`src/common/butterfly_pkg.sv`:
```
`default_nettype none

package butterfly_pkg;

    // Q1.7 sample and product widths
    localparam int SAMPLE_WIDTH  = 8;
    localparam int PRODUCT_WIDTH = 16;
    localparam int FRAC_BITS     = 7;                 // Truncation shift

    localparam int TWIDDLE_COUNT = 8;
    localparam int INDEX_WIDTH   = 3;

    localparam int FIFO_DEPTH       = 4;
    localparam int FIFO_PTR_WIDTH   = $clog2(FIFO_DEPTH);
    localparam int FIFO_COUNT_WIDTH = $clog2(FIFO_DEPTH + 1);

    // operand_capture FSM
    localparam int CAP_STATE_WIDTH = 2;
    localparam logic [CAP_STATE_WIDTH-1:0] CAP_IDLE    = 2'd0;
    localparam logic [CAP_STATE_WIDTH-1:0] CAP_OFFER   = 2'd1;
    localparam logic [CAP_STATE_WIDTH-1:0] CAP_ACK     = 2'd2;
    localparam logic [CAP_STATE_WIDTH-1:0] CAP_RELEASE = 2'd3;

    // butterfly_engine sequencer
    localparam int ENG_STATE_WIDTH = 3;
    localparam logic [ENG_STATE_WIDTH-1:0] ENG_IDLE    = 3'd0;
    localparam logic [ENG_STATE_WIDTH-1:0] ENG_MUL_RE  = 3'd1;
    localparam logic [ENG_STATE_WIDTH-1:0] ENG_MUL_IM  = 3'd2;
    localparam logic [ENG_STATE_WIDTH-1:0] ENG_ADD_SUB = 3'd3;
    localparam logic [ENG_STATE_WIDTH-1:0] ENG_OUTPUT  = 3'd4;
    localparam logic [ENG_STATE_WIDTH-1:0] ENG_DRAIN   = 3'd5;

    // One table word, real part in the upper byte
    typedef union packed {
        logic [2*SAMPLE_WIDTH-1:0] raw;
        struct packed {
            logic signed [SAMPLE_WIDTH-1:0] re;
            logic signed [SAMPLE_WIDTH-1:0] im;
        } parts;
    } twiddle_word_t;

    // W^k = exp(-j*2*pi*k/8) in Q1.7
    localparam twiddle_word_t TWIDDLE_TABLE [TWIDDLE_COUNT] = '{
        16'h7F00,                                     // W^0 = 1
        16'h5BA5,                                     // W^1 = 0.707 - 0.707j
        16'h0080,                                     // W^2 = -j
        16'hA5A5,                                     // W^3 = -0.707 - 0.707j
        16'h8000,                                     // W^4 = -1
        16'hA55B,                                     // W^5 = -0.707 + 0.707j
        16'h007F,                                     // W^6 = j
        16'h5B5B                                      // W^7 = 0.707 + 0.707j
    };

endpackage

`default_nettype wire

```
`src/common/operand_if.sv`:
```
`timescale 1ns/1ns
`default_nettype none

// One operand set moving over a four-phase req/ack link
interface operand_if import butterfly_pkg::*; ();

    logic                           req;
    logic                           ack;
    logic signed [SAMPLE_WIDTH-1:0] a;
    logic signed [SAMPLE_WIDTH-1:0] b;
    twiddle_word_t                  twiddle;

    modport sender (
        output req,
        output a,
        output b,
        output twiddle,
        input  ack
    );

    modport receiver (
        input  req,
        input  a,
        input  b,
        input  twiddle,
        output ack
    );

endinterface

`default_nettype wire

```
`src/butterfly/butterfly_engine.sv`:
```
`timescale 1ns/1ns
`default_nettype none

module butterfly_engine import butterfly_pkg::*; (
    input  logic                           clock,
    input  logic                           reset,
    operand_if.receiver                    link,
    output logic                           out_req,
    input  logic                           out_ack,
    output logic signed [SAMPLE_WIDTH-1:0] y_re,
    output logic signed [SAMPLE_WIDTH-1:0] y_im,
    output logic signed [SAMPLE_WIDTH-1:0] z_re,
    output logic signed [SAMPLE_WIDTH-1:0] z_im
);

    logic [ENG_STATE_WIDTH-1:0] state;
    logic                       accept;

    logic signed [SAMPLE_WIDTH-1:0] a_reg;
    logic signed [SAMPLE_WIDTH-1:0] b_reg;
    twiddle_word_t                  w_reg;
    logic signed [SAMPLE_WIDTH-1:0] t_re;

    // Shared multiplier
    logic signed [SAMPLE_WIDTH-1:0]  mult_w;
    logic signed [PRODUCT_WIDTH-1:0] product;
    logic signed [SAMPLE_WIDTH-1:0]  product_trunc;

    // Shared adder/subtractor
    logic signed [SAMPLE_WIDTH-1:0] alu_x;
    logic signed [SAMPLE_WIDTH-1:0] alu_y;
    logic                           alu_sub;
    logic signed [SAMPLE_WIDTH-1:0] alu_result;

    assign accept = (state == ENG_IDLE) && link.req && !link.ack;

    assign mult_w        = (state == ENG_MUL_RE) ? w_reg.parts.re : w_reg.parts.im;
    assign product       = b_reg * mult_w;
    assign product_trunc = product[FRAC_BITS+SAMPLE_WIDTH-1:FRAC_BITS];   // Bits 14 to 7

    // The adder is busy in every compute cycle:
    // a + t_re, then 0 - t_im, then a - t_re
    always_comb begin
        case (state)
            ENG_MUL_RE: begin
                alu_x   = a_reg;
                alu_y   = product_trunc;                  // t_re straight off the multiplier
                alu_sub = 1'b0;
            end
            ENG_MUL_IM: begin
                alu_x   = '0;
                alu_y   = product_trunc;                  // Negate t_im
                alu_sub = 1'b1;
            end
            default: begin
                alu_x   = a_reg;
                alu_y   = t_re;
                alu_sub = 1'b1;
            end
        endcase
    end

    assign alu_result = alu_sub ? alu_x - alu_y : alu_x + alu_y;   // Wraps to 8 bits

    always_ff @(posedge clock or negedge reset) begin
        if (!reset) begin
            state    <= ENG_IDLE;
            link.ack <= 1'b0;
            out_req  <= 1'b0;
        end else begin
            if (accept)
                link.ack <= 1'b1;
            else if (!link.req)
                link.ack <= 1'b0;

            case (state)
                ENG_IDLE: begin
                    if (accept)
                        state <= ENG_MUL_RE;
                end
                ENG_MUL_RE:  state <= ENG_MUL_IM;
                ENG_MUL_IM:  state <= ENG_ADD_SUB;
                ENG_ADD_SUB: begin
                    out_req <= 1'b1;                      // Third cycle after the latch
                    state   <= ENG_OUTPUT;
                end
                ENG_OUTPUT: begin
                    if (out_ack) begin
                        out_req <= 1'b0;
                        state   <= ENG_DRAIN;
                    end
                end
                ENG_DRAIN: begin
                    // Wait for the receiver to close the transfer
                    if (!out_ack)
                        state <= ENG_IDLE;
                end
                default: state <= ENG_IDLE;
            endcase
        end
    end

    always_ff @(posedge clock) begin
        if (accept) begin
            a_reg <= link.a;
            b_reg <= link.b;
            w_reg <= link.twiddle;
        end

        case (state)
            ENG_MUL_RE: begin
                t_re <= product_trunc;
                y_re <= alu_result;
            end
            ENG_MUL_IM: begin
                y_im <= product_trunc;
                z_im <= alu_result;
            end
            ENG_ADD_SUB: z_re <= alu_result;
            default: ;                                    // Results held for out_req
        endcase
    end

endmodule

`default_nettype wire

```
`src/source/operand_capture.sv`:
```
`timescale 1ns/1ns
`default_nettype none

module operand_capture import butterfly_pkg::*; (
    input  logic                           clock,
    input  logic                           reset,
    input  logic                           in_req,
    output logic                           in_ack,
    input  logic signed [SAMPLE_WIDTH-1:0] a,
    input  logic signed [SAMPLE_WIDTH-1:0] b,
    input  logic [INDEX_WIDTH-1:0]         k,
    operand_if.sender                      link
);

    logic [CAP_STATE_WIDTH-1:0] state;
    logic                       load;

    assign load = (state == CAP_IDLE) && in_req;      // Take the set once per transfer

    always_ff @(posedge clock or negedge reset) begin
        if (!reset) begin
            state    <= CAP_IDLE;
            in_ack   <= 1'b0;
            link.req <= 1'b0;
        end else begin
            case (state)
                CAP_IDLE: begin
                    if (in_req)
                        state <= CAP_OFFER;
                end
                CAP_OFFER: begin
                    if (!link.ack) begin              // Previous transfer fully closed
                        link.req <= 1'b1;
                        state    <= CAP_ACK;
                    end
                end
                CAP_ACK: begin
                    // Stalls here while the FIFO is full
                    if (link.ack) begin
                        link.req <= 1'b0;
                        in_ack   <= 1'b1;
                        state    <= CAP_RELEASE;
                    end
                end
                CAP_RELEASE: begin
                    if (!in_req) begin
                        in_ack <= 1'b0;
                        state  <= CAP_IDLE;
                    end
                end
                default: state <= CAP_IDLE;
            endcase
        end
    end

    // Twiddle is looked up here so the engine only sees ready parts
    always_ff @(posedge clock) begin
        if (load) begin
            link.a       <= a;
            link.b       <= b;
            link.twiddle <= TWIDDLE_TABLE[k];
        end
    end

endmodule

`default_nettype wire

```
`src/source/operand_fifo.sv`:
```
`timescale 1ns/1ns
`default_nettype none

module operand_fifo import butterfly_pkg::*; (
    input  logic        clock,
    input  logic        reset,
    operand_if.receiver push_link,
    operand_if.sender   pop_link
);

    logic signed [SAMPLE_WIDTH-1:0] mem_a  [FIFO_DEPTH];
    logic signed [SAMPLE_WIDTH-1:0] mem_b  [FIFO_DEPTH];
    twiddle_word_t                  mem_tw [FIFO_DEPTH];

    logic [FIFO_PTR_WIDTH-1:0]   wr_ptr;
    logic [FIFO_PTR_WIDTH-1:0]   rd_ptr;
    logic [FIFO_COUNT_WIDTH-1:0] count;
    logic                        full;
    logic                        push;
    logic                        pop;

    function automatic logic [FIFO_PTR_WIDTH-1:0] next_ptr(
        input logic [FIFO_PTR_WIDTH-1:0] ptr
    );
        if (ptr == FIFO_PTR_WIDTH'(FIFO_DEPTH - 1))
            return '0;
        return ptr + 1'b1;
    endfunction

    assign full = (count == FIFO_COUNT_WIDTH'(FIFO_DEPTH));
    assign push = push_link.req && !push_link.ack && !full;   // Full holds ack low
    assign pop  = pop_link.req && pop_link.ack;

    // Head entry is presented directly
    assign pop_link.a       = mem_a[rd_ptr];
    assign pop_link.b       = mem_b[rd_ptr];
    assign pop_link.twiddle = mem_tw[rd_ptr];

    always_ff @(posedge clock or negedge reset) begin
        if (!reset) begin
            push_link.ack <= 1'b0;
            pop_link.req  <= 1'b0;
            wr_ptr        <= '0;
            rd_ptr        <= '0;
            count         <= '0;
        end else begin
            // Write side handshake
            if (push)
                push_link.ack <= 1'b1;
            else if (!push_link.req)
                push_link.ack <= 1'b0;

            if (push)
                wr_ptr <= next_ptr(wr_ptr);

            // Read side handshake, runs on its own
            if (pop) begin
                pop_link.req <= 1'b0;
                rd_ptr       <= next_ptr(rd_ptr);
            end else if (count != '0 && !pop_link.req && !pop_link.ack) begin
                pop_link.req <= 1'b1;
            end

            case ({push, pop})
                2'b10:   count <= count + 1'b1;
                2'b01:   count <= count - 1'b1;
                default: count <= count;
            endcase
        end
    end

    always_ff @(posedge clock) begin
        if (push) begin
            mem_a[wr_ptr]  <= push_link.a;
            mem_b[wr_ptr]  <= push_link.b;
            mem_tw[wr_ptr] <= push_link.twiddle;
        end
    end

endmodule

`default_nettype wire

```
`src/source/radix2_butterfly.sv`:
```
`timescale 1ns/1ns
`default_nettype none

module radix2_butterfly import butterfly_pkg::*; (
    input  logic                           clock,
    input  logic                           reset,
    input  logic                           in_req,
    output logic                           in_ack,
    input  logic signed [SAMPLE_WIDTH-1:0] a,
    input  logic signed [SAMPLE_WIDTH-1:0] b,
    input  logic [INDEX_WIDTH-1:0]         k,
    output logic                           out_req,
    input  logic                           out_ack,
    output logic signed [SAMPLE_WIDTH-1:0] y_re,
    output logic signed [SAMPLE_WIDTH-1:0] y_im,
    output logic signed [SAMPLE_WIDTH-1:0] z_re,
    output logic signed [SAMPLE_WIDTH-1:0] z_im
);

    operand_if cap_link ();                           // Capture to FIFO
    operand_if eng_link ();                           // FIFO to engine

    operand_capture u_capture (
        .clock  (clock),
        .reset  (reset),
        .in_req (in_req),
        .in_ack (in_ack),
        .a      (a),
        .b      (b),
        .k      (k),
        .link   (cap_link.sender)
    );

    operand_fifo u_fifo (
        .clock     (clock),
        .reset     (reset),
        .push_link (cap_link.receiver),
        .pop_link  (eng_link.sender)
    );

    butterfly_engine u_engine (
        .clock   (clock),
        .reset   (reset),
        .link    (eng_link.receiver),
        .out_req (out_req),
        .out_ack (out_ack),
        .y_re    (y_re),
        .y_im    (y_im),
        .z_re    (z_re),
        .z_im    (z_im)
    );

endmodule

`default_nettype wire

```
`config.mk`:
```
export PLATFORM = sky130hd
export DESIGN_NAME = radix2_butterfly
export DESIGN_NICKNAME = d
export VERILOG_FILES = /design/src/common/butterfly_pkg.sv /design/src/common/operand_if.sv /design/src/butterfly/butterfly_engine.sv /design/src/source/operand_capture.sv /design/src/source/operand_fifo.sv /design/src/source/radix2_butterfly.sv
export SDC_FILE = /design/constraint.sdc
export NUM_CORES = 1
export LEC_CHECK = 0
export ABC_AREA = 1
export BUFFER_PORTS_ARGS = -buffer_cell sky130_fd_sc_hd__buf_2
export CORE_ASPECT_RATIO = 1.1
export CORE_MARGIN = 4
export CORE_UTILIZATION = 52
export CTS_BUF_LIST = sky130_fd_sc_hd__clkbuf_2 sky130_fd_sc_hd__clkbuf_4 sky130_fd_sc_hd__clkbuf_8
export DETAILED_ROUTE_END_ITERATION = 10
export HOLD_SLACK_MARGIN = 0.02
export PLACE_DENSITY = 0.82
export SETUP_SLACK_MARGIN = 0.3
export SLEW_MARGIN = 20
export SYNTH_ARGS = -nofsm -noshare
export SYNTH_HDL_FRONTEND = slang
export SYNTH_SLANG_ARGS = --single-unit
```
`constraint.sdc`:
```
create_clock -name clock -period 6.95 [get_ports clock]
set_input_delay 1.0425 -clock clock [delete_from_list [all_inputs] [get_ports clock]]
set_output_delay 1.0425 -clock clock [all_outputs]
set_load 0.05 [all_outputs]
```
==> flow_summary.toml <==
[synthesis]
synth_top_area_share_pct = 53.7
synthFlopType = "edfxtp_1"
synth_seq_cells = 202
synth_common_cells = "edfxtp_1, inv_1, nand2_1, nor2_1, o21ai_0"
ys_seq_area_share_pct = 58.1
synthDistinctLibCells = 35
synth_warnings = 0
async_reset_ff_share_pct = 8.91
synth_area_leader_cell = "edfxtp_1"
synth.most_common_cell = "edfxtp_1"
netlist_area_mm2 = 0.0103
synthTopCellsByArea = "edfxtp_1, fa_1, ha_1, inv_1, dfrtp_1"
avgSynthCellArea_um2 = 11.4
synth_edf_count = 184
syn_nets = 1022
syn-instance-count = 901

[cts]
clkSinkCount = 202
root_buffer = "clkbuf_8"
cts_tree = "done"
htree_levels = 1
path_clk_slew_ns = 0.06
numCtsBuffers = 31
clock_path_buffers = 3
clkLatencyLatePin_ns = 0.55

[setup_path]
end_kind = "flip-flop"
path_buf_inv = 9
critPathSlowestCell = "fa_1"
cp_max_fo = 6
critPathTopFamily = "adder cells"
path_common_cell = "inv_1"
timing.reg2reg.setup_slack_ns = 0.51
crit_arrival_ns = 6.74
cpPeakStageDelay_ns = 0.49
startpoint_type = "flip-flop"
path_class = "reg -> reg"
worstPathRequired_ns = 7.25

[route]
avgRoutedWirePerCell_um = 15.5
avgViaCountPerCell = 5.28
postRouteAntennaNets = 0
drtIter0Drc = 410
drt_wl_total_mm = 19.8
drc = 0
drtPass1Iterations = 5
vias = 6764

[die]
start_util_pct = 53.3
die_w_um = 142
fp.coreArea_mm2 = 0.0193
fp.dieH_um = 156
die_area_mm2 = 0.0221
io_pins = 57
rows = 53

[placed_design]
port_buffers = 56
dp_hpwl_mm = 13.1
routabilityCongestion = 0.882

[grt]
grt_pass1_wl_mm = 31.7
grt_max_degree = 52
globalRoute.totalOverflow = 0
grt_pass1_vias = 6764
antenna_found_initial = 0
grt_usage_pct = 17.6

[final_layout]
largestRegisters = "u_fifo.mem_a x32, u_fifo.mem_b x32, u_fifo.mem_tw x32"
n_fill_cell = 1416
area_growth_pct = 17.1
multi_input_area_mm2 = 0.00392
antennaDiodeCount = 0
layout-drive-gt1-share_pct = 22.4
nets = 1132
seq_area_mm2 = 0.00598

[timing]
max_clock_freq_ghz = 0.155
fin_skew_ns = 0.0105
slew_headroom_pct = 33.9
rsz0062_at_grt = "no"
hold_violations = 0
worst_pin_slew_ns = 0.991
finalSetupViolations = 0
finalSetupTns_ns = 0
drv_slew = 0
finalCriticalPeriod_ns = 6.44
fin_crit_sh_pct = 92.6

[hold_path]
hold_path_class = "in -> async"

[status]
status = "finished, final reports clean"

[job]
cap_violations = 0
## cell usage in the layout, fill, tap and decap left out, types with 5 or more instances in the layout
cell type   instances
nand3_1            30
a21oi_1            18
clkinv_2            8
inv_2              10
ha_1               42
buf_4              34
ha_4                8
buf_2              56
inv_1             151
nand4_1             7
clkbuf_8           31
clkinv_1            5
clkbuf_4            5
xor2_1             13
nor3_1              5
nor2_2             14
nor2_1             80
o21ai_0            69
nand2_1            94
nand2_2            14
nor2_4              5
edfxtp_1          184
nand3_2             6
o22ai_1            24
fa_1               45
clkinvlp_4          5
dfrtp_1            17
## cell type report
cell class	count	area share (%)
Tap cell	247	2.56
Inverter	164	5.21
Clock buffer	36	3.85
Multi-Input combinational cell	517	32.5
Timing Repair Buffer	95	4.98
Clock inverter	19	1.25
Sequential cell	202	49.6
## logic make-up after synthesis
family,after synthesis,share of synthesized area [%]
flip-flops,202,58.1
XOR/XNOR,20,1.70
AND/OR/NAND/NOR,268,11.2
AO/OA/AOI/OAI,130,6.85
multiplexers,1,0.0973
buffers and inverters,182,6.82
adder cells (fa/ha/maj),98,15.2
## metal layers
layer / vias to the layer above / track usage (%) / routed length [um]
li1: 3237 / - / -
met1: 3263 / 21.8 / 8020
met2: 221 / 31.1 / 10100
met3: 43 / 3.04 / 1100
met4: 0 / 6.26 / 571
met5: - / 0 / 0
## per-stage QoR
stage | util [%] | instance area (um2) | cells | hold slack (ns) | setup WS, ns
floorplan | - | 10300 | 901 | 0.438 | 0.631
global route | 62.4 | 12100 | 1280 | 0.448 | 0.171
global placement | 56.5 | 10900 | 1200 | 0.473 | 0.409
CTS | 59.9 | 11600 | 1257 | 0.431 | 0.319
finish | 62.4 | 12100 | 1280 | 0.441 | 0.513
detailed placement | 56.5 | 10900 | 1200 | 0.480 | 0.158
## repair_timing
action | 4_1_cts | 5_1_grt
buffers inserted | 2 | 23
resized for setup | 6 | 74
setup endpoints to repair | 6 | 12
pin swaps | 0 | 39
hold buffers | 0 | 0
endpoints found under the hold margin | 0 | 0
## path summary, 6_finish.rpt
kind,end,start,depth (start not counted)
worst max register to register,u_engine.y_re[7],u_engine.state[1],35
worst min register to register,u_fifo.mem_a[3][7],u_capture.link.a[7],0
max in group asynchronous,u_engine.state[0],reset,1
min in group clock,u_fifo.mem_a[3][7],u_capture.link.a[7],0
worst max-delay path,u_engine.y_re[7],u_engine.state[1],35
worst min-delay path,u_capture.state[1],reset,1
## worst reg2reg max path: cells and delay by family (launching register included)
kind | cells | cell delay, ns
buffers and inverters | 9 | 0.74
adder cells (fa/ha/maj) | 7 | 2.67
AND/OR/NAND/NOR | 14 | 1.56
AO/OA/AOI/OAI | 2 | 0.25
flip-flops | 1 | 0.40
XOR/XNOR | 2 | 0.40
multiplexers | 1 | 0.17
Power is left out: the tool's default activity adds up to more than one toggle a clock period on the data nets, which glitch-free logic cannot reach.
